<file path="config.mk">
export PLATFORM = sky130hd
export DESIGN_NAME = sub_mult
export DESIGN_NICKNAME = d
export VERILOG_FILES = /design/src/verilog/sub_mult_pkg.sv /design/src/verilog/beat_if.sv /design/src/verilog/axis_skid.sv /design/src/verilog/frame_lane.sv /design/src/verilog/sub_mult_join.sv /design/src/verilog/sub_mult.sv
export SDC_FILE = /design/constraint.sdc
export NUM_CORES = 1
export LEC_CHECK = 0
export BUFFER_PORTS_ARGS = -buffer_cell sky130_fd_sc_hd__buf_2
export CAP_MARGIN = 20
export CORE_ASPECT_RATIO = 1.25
export CORE_MARGIN = 1.5
export CORE_UTILIZATION = 65
export DETAILED_ROUTE_END_ITERATION = 6
export PLACE_DENSITY = 0.84
export SLEW_MARGIN = 40
export SYNTH_ARGS = -nofsm -noshare
export SYNTH_HDL_FRONTEND = slang
export SYNTH_HIERARCHICAL = 1
export SYNTH_SLANG_ARGS = --single-unit
</file>
<file path="constraint.sdc">
create_clock -name clk -period 13.63 [get_ports clk]
set_clock_uncertainty 0.2 [all_clocks]
set_input_delay 2.726 -clock clk [delete_from_list [all_inputs] [get_ports clk]]
set_output_delay 2.726 -clock clk [all_outputs]
set_load 0.1 [all_outputs]
</file>
<file path="src/verilog/sub_mult_pkg.sv">
package sub_mult_pkg;

  // Word width of data, grid, scale and result
  localparam int WORD_W = 16;

  // Default fixed-point formats
  localparam int FRAC_DATA  = 12;
  localparam int FRAC_SCALE = 12;
  localparam int FRAC_RSLT  = 12;

  // Input streams and their lane positions
  localparam int NUM_LANES  = 3;
  localparam int LANE_DATA  = 0;
  localparam int LANE_GRID  = 1;
  localparam int LANE_SCALE = 2;

  // Signed fixed-point word
  typedef logic signed [WORD_W-1:0] word_t;

endpackage

</file>
<file path="src/verilog/beat_if.sv">
interface beat_if #(
  parameter int DATA_W = $bits(sub_mult_pkg::word_t)
);

  logic [DATA_W-1:0] tdata;
  logic              tvalid;
  logic              tready;
  logic              tlast;

  // Sender side
  modport src (
    output tdata,
    output tvalid,
    output tlast,
    input  tready
  );

  // Receiver side
  modport dst (
    input  tdata,
    input  tvalid,
    input  tlast,
    output tready
  );

endinterface

</file>
<file path="src/verilog/axis_skid.sv">
module axis_skid #(
  parameter int DATA_W = 16
) (
  input  logic clk,
  input  logic arst_n,
  beat_if.dst  in,
  beat_if.src  out
);

  logic              in_ready_q;
  logic              ready_early;
  logic              out_valid_q;
  logic              out_valid_d;
  logic              temp_valid_q;
  logic              temp_valid_d;
  logic              store_in_to_out;
  logic              store_in_to_temp;
  logic              store_temp_to_out;
  logic [DATA_W-1:0] out_data_q;
  logic              out_last_q;
  logic [DATA_W-1:0] temp_data_q;
  logic              temp_last_q;

  assign in.tready  = in_ready_q;
  assign out.tdata  = out_data_q;
  assign out.tvalid = out_valid_q;
  assign out.tlast  = out_last_q;

  // Ready for next cycle, predicted from whether the skid entry will be free
  assign ready_early = out.tready || (!temp_valid_q && (!out_valid_q || !in.tvalid));

  always_comb begin
    out_valid_d       = out_valid_q;
    temp_valid_d      = temp_valid_q;
    store_in_to_out   = 1'b0;
    store_in_to_temp  = 1'b0;
    store_temp_to_out = 1'b0;
    if (in_ready_q) begin
      if (out.tready || !out_valid_q) begin
        out_valid_d     = in.tvalid;
        store_in_to_out = 1'b1;
      end else begin
        // Output stalled, park the incoming beat
        temp_valid_d     = in.tvalid;
        store_in_to_temp = 1'b1;
      end
    end else if (out.tready) begin
      out_valid_d       = temp_valid_q;
      temp_valid_d      = 1'b0;
      store_temp_to_out = 1'b1;
    end
  end

  always_ff @(posedge clk or negedge arst_n) begin
    if (!arst_n) begin
      in_ready_q   <= 1'b0;
      out_valid_q  <= 1'b0;
      temp_valid_q <= 1'b0;
    end else begin
      in_ready_q   <= ready_early;
      out_valid_q  <= out_valid_d;
      temp_valid_q <= temp_valid_d;
    end
  end

  // Payload registers
  always_ff @(posedge clk) begin
    if (store_in_to_out) begin
      out_data_q <= in.tdata;
      out_last_q <= in.tlast;
    end else if (store_temp_to_out) begin
      out_data_q <= temp_data_q;
      out_last_q <= temp_last_q;
    end
    if (store_in_to_temp) begin
      temp_data_q <= in.tdata;
      temp_last_q <= in.tlast;
    end
  end

endmodule

</file>
<file path="src/verilog/frame_lane.sv">
module frame_lane #(
  parameter int DATA_W = 16
) (
  input  logic clk,
  input  logic arst_n,
  beat_if.dst  in,
  input  logic frame_done,
  beat_if.src  out
);

  logic hold;

  beat_if #(.DATA_W(DATA_W)) skid_in ();

  // Final beat sits at the output until the joined frame closes
  assign hold = out.tvalid && out.tlast && !frame_done;

  // In hold the lane loops its own output back into the skid register.
  // Reload only when the held beat is taken, so no copy lands in the skid entry
  assign skid_in.tdata  = hold ? out.tdata : in.tdata;
  assign skid_in.tlast  = hold ? out.tlast : in.tlast;
  assign skid_in.tvalid = hold ? out.tready : in.tvalid;

  // Next frame waits for frame_done
  assign in.tready = hold ? 1'b0 : skid_in.tready;

  axis_skid #(
    .DATA_W(DATA_W)
  ) u_skid (
    .clk   (clk),
    .arst_n(arst_n),
    .in    (skid_in.dst),
    .out   (out)
  );

endmodule

</file>
<file path="src/verilog/sub_mult_join.sv">
module sub_mult_join #(
  parameter int FRAC_DATA  = sub_mult_pkg::FRAC_DATA,
  parameter int FRAC_SCALE = sub_mult_pkg::FRAC_SCALE,
  parameter int FRAC_RSLT  = sub_mult_pkg::FRAC_RSLT
) (
  input  logic                clk,
  input  logic                arst_n,
  beat_if.dst                 data,
  beat_if.dst                 grid,
  beat_if.dst                 scale,
  output logic                frame_done,
  output sub_mult_pkg::word_t rslt_tdata,
  output logic                rslt_tvalid,
  input  logic                rslt_tready,
  output logic                rslt_tlast
);

  localparam int WORD_W   = sub_mult_pkg::WORD_W;
  localparam int LANES    = sub_mult_pkg::NUM_LANES;
  localparam int PROD_W   = 2 * WORD_W;
  localparam int RSLT_LSB = FRAC_DATA + FRAC_SCALE - FRAC_RSLT;

  logic [LANES-1:0]    lane_valid;
  logic [LANES-1:0]    lane_last;
  logic [LANES-1:0]    lane_ready;
  sub_mult_pkg::word_t diff;
  logic [PROD_W-1:0]   diff_ext;
  logic [PROD_W-1:0]   scale_ext;
  logic [PROD_W-1:0]   prod;

  beat_if #(.DATA_W(WORD_W)) join_beat ();
  beat_if #(.DATA_W(WORD_W)) rslt_beat ();

  assign lane_valid[sub_mult_pkg::LANE_DATA]  = data.tvalid;
  assign lane_valid[sub_mult_pkg::LANE_GRID]  = grid.tvalid;
  assign lane_valid[sub_mult_pkg::LANE_SCALE] = scale.tvalid;
  assign lane_last[sub_mult_pkg::LANE_DATA]   = data.tlast;
  assign lane_last[sub_mult_pkg::LANE_GRID]   = grid.tlast;
  assign lane_last[sub_mult_pkg::LANE_SCALE]  = scale.tlast;

  // A lane is taken only together with the other two
  always_comb begin
    logic [LANES-1:0] others;
    others = '0;
    for (int i = 0; i < LANES; i++) begin
      others        = lane_valid;
      others[i]     = 1'b1;
      lane_ready[i] = join_beat.tready && (&others);
    end
  end

  assign data.tready  = lane_ready[sub_mult_pkg::LANE_DATA];
  assign grid.tready  = lane_ready[sub_mult_pkg::LANE_GRID];
  assign scale.tready = lane_ready[sub_mult_pkg::LANE_SCALE];

  // Difference wraps at word width before the multiply
  assign diff      = data.tdata - grid.tdata;
  assign diff_ext  = {{WORD_W{diff[WORD_W-1]}}, diff};
  assign scale_ext = {{WORD_W{scale.tdata[WORD_W-1]}}, scale.tdata};
  assign prod      = diff_ext * scale_ext;

  // Rescale by bit selection, floor and wrap
  assign join_beat.tdata  = prod[RSLT_LSB +: WORD_W];
  assign join_beat.tvalid = &lane_valid;
  assign join_beat.tlast  = &lane_last;

  assign frame_done = join_beat.tvalid && join_beat.tready && join_beat.tlast;

  axis_skid #(
    .DATA_W(WORD_W)
  ) u_rslt_skid (
    .clk   (clk),
    .arst_n(arst_n),
    .in    (join_beat.dst),
    .out   (rslt_beat.src)
  );

  assign rslt_tdata      = rslt_beat.tdata;
  assign rslt_tvalid     = rslt_beat.tvalid;
  assign rslt_tlast      = rslt_beat.tlast;
  assign rslt_beat.tready = rslt_tready;

endmodule

</file>
<file path="src/verilog/sub_mult.sv">
module sub_mult #(
  parameter int FRAC_DATA  = sub_mult_pkg::FRAC_DATA,
  parameter int FRAC_SCALE = sub_mult_pkg::FRAC_SCALE,
  parameter int FRAC_RSLT  = sub_mult_pkg::FRAC_RSLT
) (
  input  logic                clk,
  input  logic                arst_n,
  // Data stream
  input  sub_mult_pkg::word_t data_tdata,
  input  logic                data_tvalid,
  output logic                data_tready,
  input  logic                data_tlast,
  // Grid stream
  input  sub_mult_pkg::word_t grid_tdata,
  input  logic                grid_tvalid,
  output logic                grid_tready,
  input  logic                grid_tlast,
  // Scale stream
  input  sub_mult_pkg::word_t scale_tdata,
  input  logic                scale_tvalid,
  output logic                scale_tready,
  input  logic                scale_tlast,
  // Result stream
  output sub_mult_pkg::word_t rslt_tdata,
  output logic                rslt_tvalid,
  input  logic                rslt_tready,
  output logic                rslt_tlast
);

  localparam int LANES = sub_mult_pkg::NUM_LANES;

  logic frame_done;

  beat_if #(.DATA_W(sub_mult_pkg::WORD_W)) lane_in  [LANES] ();
  beat_if #(.DATA_W(sub_mult_pkg::WORD_W)) lane_out [LANES] ();

  assign lane_in[sub_mult_pkg::LANE_DATA].tdata   = data_tdata;
  assign lane_in[sub_mult_pkg::LANE_DATA].tvalid  = data_tvalid;
  assign lane_in[sub_mult_pkg::LANE_DATA].tlast   = data_tlast;
  assign data_tready = lane_in[sub_mult_pkg::LANE_DATA].tready;

  assign lane_in[sub_mult_pkg::LANE_GRID].tdata   = grid_tdata;
  assign lane_in[sub_mult_pkg::LANE_GRID].tvalid  = grid_tvalid;
  assign lane_in[sub_mult_pkg::LANE_GRID].tlast   = grid_tlast;
  assign grid_tready = lane_in[sub_mult_pkg::LANE_GRID].tready;

  assign lane_in[sub_mult_pkg::LANE_SCALE].tdata  = scale_tdata;
  assign lane_in[sub_mult_pkg::LANE_SCALE].tvalid = scale_tvalid;
  assign lane_in[sub_mult_pkg::LANE_SCALE].tlast  = scale_tlast;
  assign scale_tready = lane_in[sub_mult_pkg::LANE_SCALE].tready;

  // One skid lane per input stream
  for (genvar i = 0; i < LANES; i++) begin : g_lane
    frame_lane #(
      .DATA_W(sub_mult_pkg::WORD_W)
    ) u_lane (
      .clk       (clk),
      .arst_n    (arst_n),
      .in        (lane_in[i]),
      .frame_done(frame_done),
      .out       (lane_out[i])
    );
  end

  sub_mult_join #(
    .FRAC_DATA (FRAC_DATA),
    .FRAC_SCALE(FRAC_SCALE),
    .FRAC_RSLT (FRAC_RSLT)
  ) u_join (
    .clk        (clk),
    .arst_n     (arst_n),
    .data       (lane_out[sub_mult_pkg::LANE_DATA]),
    .grid       (lane_out[sub_mult_pkg::LANE_GRID]),
    .scale      (lane_out[sub_mult_pkg::LANE_SCALE]),
    .frame_done (frame_done),
    .rslt_tdata (rslt_tdata),
    .rslt_tvalid(rslt_tvalid),
    .rslt_tready(rslt_tready),
    .rslt_tlast (rslt_tlast)
  );

endmodule

</file>
# Word-level counts from Yosys, hierarchy flattened
# Cells that the tools add are included.
[classes]
addsub = 1
mul = 1
eq_ne = 8
muxes = 76
reduce_logical = 61
[op_table]
columns = ["op", "n"]
rows = [
  ["$mux 16", 11],
  ["$mux 1", 65],
  ["$mul 16x16->28", 1],
  ["$reduce_and 2->1", 11],
  ["$reduce_bool 2->1", 8],
  ["$sub 16x16->16", 1],
  ["$logic_and 1x1->1", 15],
  ["$logic_not 1->1", 13],
  ["$logic_or 1x1->1", 12],
  ["$ne 2x1->1 const B", 4],
  ["$ne 2x2->1 const B", 4],
  ["$reduce_and 3->1", 2],
]
[totals]
regBits = 148
input_bits = 57
output_inout_bits = 21
word_cells = 175

# Logic depth before layout (Yosys ltp)
[logic_depth]
depth_word = 10
depth_mapped = 34
mapped_depth_nobuf = 34

# Cells and area by module
# The synthesis kept the hierarchy.
[modules_own_cells]
columns = ["module", "instances", "cells_per_inst", "area_each_um2"]
rows = [
  ["sub_mult_join", 1, 1075, 9424.0],
  ["axis_skid", 4, 69, 1423.9],
  ["frame_lane", 3, 22, 287.8],
]

# Worst setup path before layout
# No wires, ideal clock.
[synth_timing]
path_type = "register to register"
from = "register g_lane[1].u_lane.u_skid.out_data_q[0]"
to = "register u_join.u_rslt_skid.out_data_q[15], in the netlist u_join/u_rslt_skid/out.tdata[15], data pin"
setup_time_ns = 0.260
arrival_ns = 7.658
t_required_ns = 13.170
path_slack_ns = 5.513
path_stages_with_launch = 32
path_buffers = 1
synth_period_minus_slack_ns = 8.117
cell_sequence = "edfxtp_1 > ha_1 > fa_1 > nor2b_1 > o31a_1 > o22ai_1 > o21bai_1 > a21o_1 > a21oi_1 > xnor2_1 > clkbuf_1 > nand2_1 > fa_1 > inv_1 > fa_1 > fa_1 > fa_1 > fa_1 > inv_1 > fa_1 > inv_1 > ha_1 > a21o_1 > a21oi_2 > nor2b_1 > a22oi_1 > and3_4 > a31o_4 > o41ai_4 > xnor2_1 > xnor3_1 > mux2_2"
[synth_via]
elab_chain_len = 3
[synth_rtl]
columns = ["item", "line", "rtl"]
rows = [
  ["from (decl)", "axis_skid.sv:19", "logic [DATA_W-1:0] out_data_q;"],
  ["from (signal assigned)", "axis_skid.sv:69", "out_data_q <= in.tdata;"],
  ["from (signal assigned)", "axis_skid.sv:72", "out_data_q <= temp_data_q;"],
  ["$sub 16x16->16", "sub_mult_join.sv:57", "assign diff = data.tdata - grid.tdata;"],
  ["$mul 16x16->28", "sub_mult_join.sv:60", "assign prod = diff_ext * scale_ext;"],
  ["net u_join.prod[27]", "sub_mult_join.sv:29", "logic [PROD_W-1:0] prod;"],
  ["$mux 16", "axis_skid.sv:68", "if (store_in_to_out) begin"],
  ["to (signal assigned)", "axis_skid.sv:69", ""],
  ["to (signal assigned)", "axis_skid.sv:72", ""],
  ["to (decl)", "axis_skid.sv:19", ""],
]
# The timed path passes the listed nets, and every way through them passes these cells.
# A chain may end at the register's enable or synchronous reset.

# Worst setup path in the final report
[layout_timing]
from = "register g_lane[0].u_lane.u_skid.out_data_q[10]"
to = "register u_join.u_rslt_skid.out_data_q[15], in the netlist u_join/u_rslt_skid/out.tdata[15], data pin"
[layout_via]
elab_chain_len = 3
[layout_rtl]
columns = ["item", "line"]
rows = [
  ["from (decl)", "axis_skid.sv:19"],
  ["from (signal assigned)", "axis_skid.sv:69"],
  ["from (signal assigned)", "axis_skid.sv:72"],
  ["$sub 16x16->16", "sub_mult_join.sv:57"],
  ["$mul 16x16->28", "sub_mult_join.sv:60"],
  ["net u_join.prod[27]", "sub_mult_join.sv:29"],
  ["$mux 16", "axis_skid.sv:68"],
]
# The timed path passes the listed nets, and every way through them passes these cells.

==> out/qor_table.md <==
| Step | Parameter | Value |
|---|---|---|
| sta | Final setup viols | 0 |
| cts | Number of buffers added to fix hold violations after cts | 0 |
| yosys | Post-synthesis sequential element count | 148 |
| yosys | Number of flops mapped to enable cells by yosys | 136 |
| placement | Gp weighted congestion | 0.8668 |
| route | Final routed wirelength across all metal layers | 33.85 mm |
| min path | Count of cells along the worst hold path | 1 |
| sta | Aggregate negative setup slack | 0 ns |
| grt | Global-route wire length before repair | 56.36 mm |
| cts | Clock Sink Count | 148 |
| placement | Cell area after placement | 0.01671 mm2 |
| cts | CTS Buf Count | 17 |
| finish | Final cell area excluding filler cells | 0.01728 mm2 |
| floorplanning | Number of primary I/O pins | 78 |
| critical path | Most common cell on crit path | sky130_fd_sc_hd__fa_1 |
| sta | Count of pins over their slew limit | 0 |
| critical path | Required time at the worst-slack endpoint | 13.62 ns |
| route | Post-route antenna net violation count | 0 |
| cts | Maximum level of the CTS H-tree | 4 |
| cts | Buffer depth of the longest clock path | 2 |
| critical path | Category of the most critical setup path | flip-flop to flip-flop |
| cts | Worst skew pair latency | 0.44 ns |
| yosys | Post-synthesis cell count | 1,417 |
| min path | Hold-critical path endpoint | u_join/u_rslt_skid/out.tdata[6]$_DFFE_PP_ |
| cts | Clock-pin transition on the worst setup and hold timing paths | 0.06 ns |
| critical path | Highest fanout seen on the critical path | 13 |
| yosys | Mean area per synthesized cell | 11.28 um2 |
| sta | Unrepaired setup endpoints after global routing | false |
| grt | Number of global-route vias before repair | 11,560 |
| finish | Final net count | 1,861 |
| critical path | Crit path DAT | 9.05 ns |
| floorplanning | Die W | 143.3 um |
| finish | Layout cells sized above 1 | 0.1855 |
| yosys | Count of distinct cell types in the synthesized netlist | 64 |
| yosys | Fraction of registers with async set or reset after synthesis | 0.08108 |
| sta | Post-route minimum period | 9.057 ns |
| min path | Startpoint of the tightest hold check path | u_join/u_rslt_skid/temp_data_q[6]$_DFFE_PP_ |
| critical path | Launching element type of the critical path | flip-flop |
| floorplanning | Die boundary height | 178.3 um |
| critical path | Capture point of the worst reg-to-reg path | u_join/u_rslt_skid/out.tdata[15]$_DFFE_PP_ |
| flow run | Count of maximum capacitance violations | 0 |
| grt | Overall routing resource usage | 0.2925 |
| floorplanning | Initial Utilization | 0.6566 |
| critical path | Worst flop-to-flop path startpoint | g_lane[0].u_lane/u_skid/out.tdata[10]$_DFFE_PP_ |
| route | DR DRC count | 0 |
| grt | Overall overflow remaining after global route | 0 |
| finish | Commonest cells after routing, fill and taps aside | sky130_fd_sc_hd__inv_1, sky130_fd_sc_hd__fa_1, sky130_fd_sc_hd__edfxtp_1 |
| route | Via count | 10,360 |
| cts | Post-cts sizing count | 0 |
| finish | Antenna diodes | 0 |
| sta | Pin slew with the least headroom to its limit | 0.8028 ns |
| yosys | Share of the yosys chip area belonging to registers | 0.2743 |
| yosys | Synth warn | 6 |
| critical path | Setup slack on the worst flop-to-flop path | 4.57 ns |
| yosys | Synthesized net count | 1,792 |
| yosys | Cell area after synthesis | 0.01598 mm2 |
| route | First-pass detailed-route iteration total | 5 |
| route | WL per Instance | 18.51 um |
| floorplanning | Core ar. | 0.02434 mm2 |
| finish | Final instance count without filler cells | 1,829 |
| floorplanning | Cell row count | 64 |
| outcome | Status | complete, no violations |
| placement | Port Buf Inserts | 77 |
| critical path | Cell type of the slowest stage on the worst timing path | sky130_fd_sc_hd__fa_1 |
| yosys | Dominant register cell in the synthesized netlist | sky130_fd_sc_hd__edfxtp_1 |
| cts | CTS tree | yes |
| placement | HPWL Detailed | 25.73 mm |
| finish | Most frequent standard cell in the layout excluding fill and tap cells | sky130_fd_sc_hd__inv_1 |
| critical path | Largest stage delay on the critical path | 0.63 ns |
| sta | Worst slew margin relative to its limit | 0.4648 |
| finish | Area growth from synthesis to final layout | 8.142% |
| min path | Class of the tightest hold or removal check | flip-flop to flip-flop |
| finish | Number of filler cells placed in the layout | 1,669 |
| placement | Post-placement cell count | 1,797 |
| route | Initial detailed-routing violation count | 654 |
| floorplanning | DIE AREA | 0.02554 mm2 |
| route | Drt via density | 5.665 |
| sta | Final hold violation count | 0 |
| sta | Share of the clock period used by the worst path after layout | 0.6645 |
| sta | Maximum clock rate | 110.4 MHz |
| cts | Number of buffers added for setup after CTS | 0 |
| grt | Largest net degree at the start of global routing | 20 |
| grt | Number of antenna violations at the first check in global routing | 0 |
| critical path | Cell depth of the worst flop-to-flop path | 30 |
| cts | Root buffer cell | sky130_fd_sc_hd__clkbuf_16 |
| critical path | Crit. End Element | flip-flop |
## cells by family after synthesis
| kind of cell | count (synthesis) | share of synthesized area |
|---|---|---|
| flops | 148 | 0.2743 |
| simple gates | 350 | 0.1183 |
| mux | 119 | 0.09887 |
| compound gates | 84 | 0.03719 |
| xor+xnor | 45 | 0.02552 |
| buf+inv | 353 | 0.08932 |
| fa+ha+maj | 318 | 0.3565 |
## state kept, by name, summed over array words and instances (netlist names)
signal                             flops
g_lane.u_lane/u_skid/in.tready         3
g_lane.u_lane/u_skid/out.tdata        48
g_lane.u_lane/u_skid/out.tlast         3
g_lane.u_lane/u_skid/out.tvalid        3
g_lane.u_lane/u_skid/temp_data_q      48
g_lane.u_lane/u_skid/temp_last_q       3
g_lane.u_lane/u_skid/temp_valid_q      3
u_join/u_rslt_skid/in.tready           1
u_join/u_rslt_skid/out.tdata          16
u_join/u_rslt_skid/out.tlast           1
u_join/u_rslt_skid/out.tvalid          1
u_join/u_rslt_skid/temp_data_q        16
u_join/u_rslt_skid/temp_last_q         1
u_join/u_rslt_skid/temp_valid_q        1
## worst max path at each step
| stage | start | end | cells past startpoint | slack [ns] |
|---|---|---|---|---|
| after global placement | g_lane[1].u_lane/u_skid/out.tdata[1]$_DFFE_PP_ | u_join/u_rslt_skid/out.tdata[15]$_DFFE_PP_ | 31 | 4.76 |
| after CTS | g_lane[1].u_lane/u_skid/out.tdata[0]$_DFFE_PP_ | u_join/u_rslt_skid/out.tdata[15]$_DFFE_PP_ | 30 | 4.60 |
| after floorplan | g_lane[1].u_lane/u_skid/out.tdata[0]$_DFFE_PP_ | u_join/u_rslt_skid/out.tdata[15]$_DFFE_PP_ | 31 | 5.51 |
| after global routing | g_lane[0].u_lane/u_skid/out.tdata[10]$_DFFE_PP_ | u_join/u_rslt_skid/out.tdata[15]$_DFFE_PP_ | 30 | 4.26 |
| after detailed placement | g_lane[1].u_lane/u_skid/out.tdata[0]$_DFFE_PP_ | u_join/u_rslt_skid/out.tdata[15]$_DFFE_PP_ | 30 | 4.60 |
| final | g_lane[0].u_lane/u_skid/out.tdata[10]$_DFFE_PP_ | u_join/u_rslt_skid/out.tdata[15]$_DFFE_PP_ | 30 | 4.57 |
## critical path, delay by kind of cell, from the launching register on
kind	cells	cell delay [ns]
AOI/OAI and AO/OA	11	2.19
adders and majority gates	8	3.85
xor gates and xnor gates	3	0.98
and+or+nand+nor	3	0.66
muxes	1	0.26
buffers and inverters	4	0.30
DFF	1	0.39
## cell usage after synthesis, types with 4 or more instances
library cell | number | area (um2)
sky130_fd_sc_hd__a21o_1 | 5 | 37.54
sky130_fd_sc_hd__a21oi_1 | 27 | 135.1
sky130_fd_sc_hd__and2_1 | 93 | 581.8
sky130_fd_sc_hd__and3_1 | 9 | 56.30
sky130_fd_sc_hd__buf_6 | 7 | 78.83
sky130_fd_sc_hd__clkbuf_1 | 31 | 116.4
sky130_fd_sc_hd__dfrtp_1 | 12 | 300.3
sky130_fd_sc_hd__edfxtp_1 | 136 | 4084
sky130_fd_sc_hd__fa_1 | 229 | 4584
sky130_fd_sc_hd__ha_1 | 89 | 1114
sky130_fd_sc_hd__inv_1 | 310 | 1164
sky130_fd_sc_hd__mux2_2 | 55 | 619.3
sky130_fd_sc_hd__mux2_4 | 64 | 960.9
sky130_fd_sc_hd__nand2_1 | 133 | 499.2
sky130_fd_sc_hd__nand2_4 | 4 | 45.04
sky130_fd_sc_hd__nand2b_1 | 13 | 81.33
sky130_fd_sc_hd__nand2b_4 | 4 | 55.05
sky130_fd_sc_hd__nand3_1 | 8 | 40.04
sky130_fd_sc_hd__nor2_1 | 30 | 112.6
sky130_fd_sc_hd__nor2b_1 | 25 | 156.4
sky130_fd_sc_hd__nor3b_1 | 4 | 30.03
sky130_fd_sc_hd__o211ai_1 | 6 | 45.04
sky130_fd_sc_hd__o21a_1 | 6 | 45.04
sky130_fd_sc_hd__o21ai_0 | 11 | 55.05
sky130_fd_sc_hd__o21ai_1 | 4 | 20.02
sky130_fd_sc_hd__o21bai_1 | 6 | 45.04
sky130_fd_sc_hd__or2_2 | 4 | 25.02
sky130_fd_sc_hd__xnor2_1 | 38 | 332.8
sky130_fd_sc_hd__xor2_1 | 6 | 52.55
## metrics by stage
stage               utilization  setup WS (ns)  hold slack (ns)
floorplan                     -          5.513           0.3201
global placement         0.6850          4.755           0.3262
detailed placement       0.6865          4.602           0.3330
CTS                      0.7091          4.595           0.3473
global route             0.7100          4.263           0.3492
finish                   0.7100          4.573           0.3464
## layer usage
metal	global-route usage	part of all wire	vias up
li1	-	-	4577
met1	0.3401	0.37	5227
met2	0.5099	0.52	426
met3	0.05128	0.058	131
met4	0.1675	0.052	0
met5	0	0	-
## area by class of cell
| cell class | count | area (um2) | area share |
|---|---|---|---|
| Timing Repair Buffer | 92 | 498.0 | 0.02881 |
| Inverter | 311 | 1167 | 0.06754 |
| Sequential cell | 148 | 4384 | 0.2537 |
| Clock inverter | 14 | 120.1 | 0.006949 |
| Clock buffer | 18 | 429.2 | 0.02483 |
| Multi-Input combinational cell | 916 | 10270 | 0.5943 |
| Tap cell | 330 | 412.9 | 0.02389 |
Power is not shown: default switching activity piles up to over one toggle a cycle in this logic, so the estimate is an artifact.
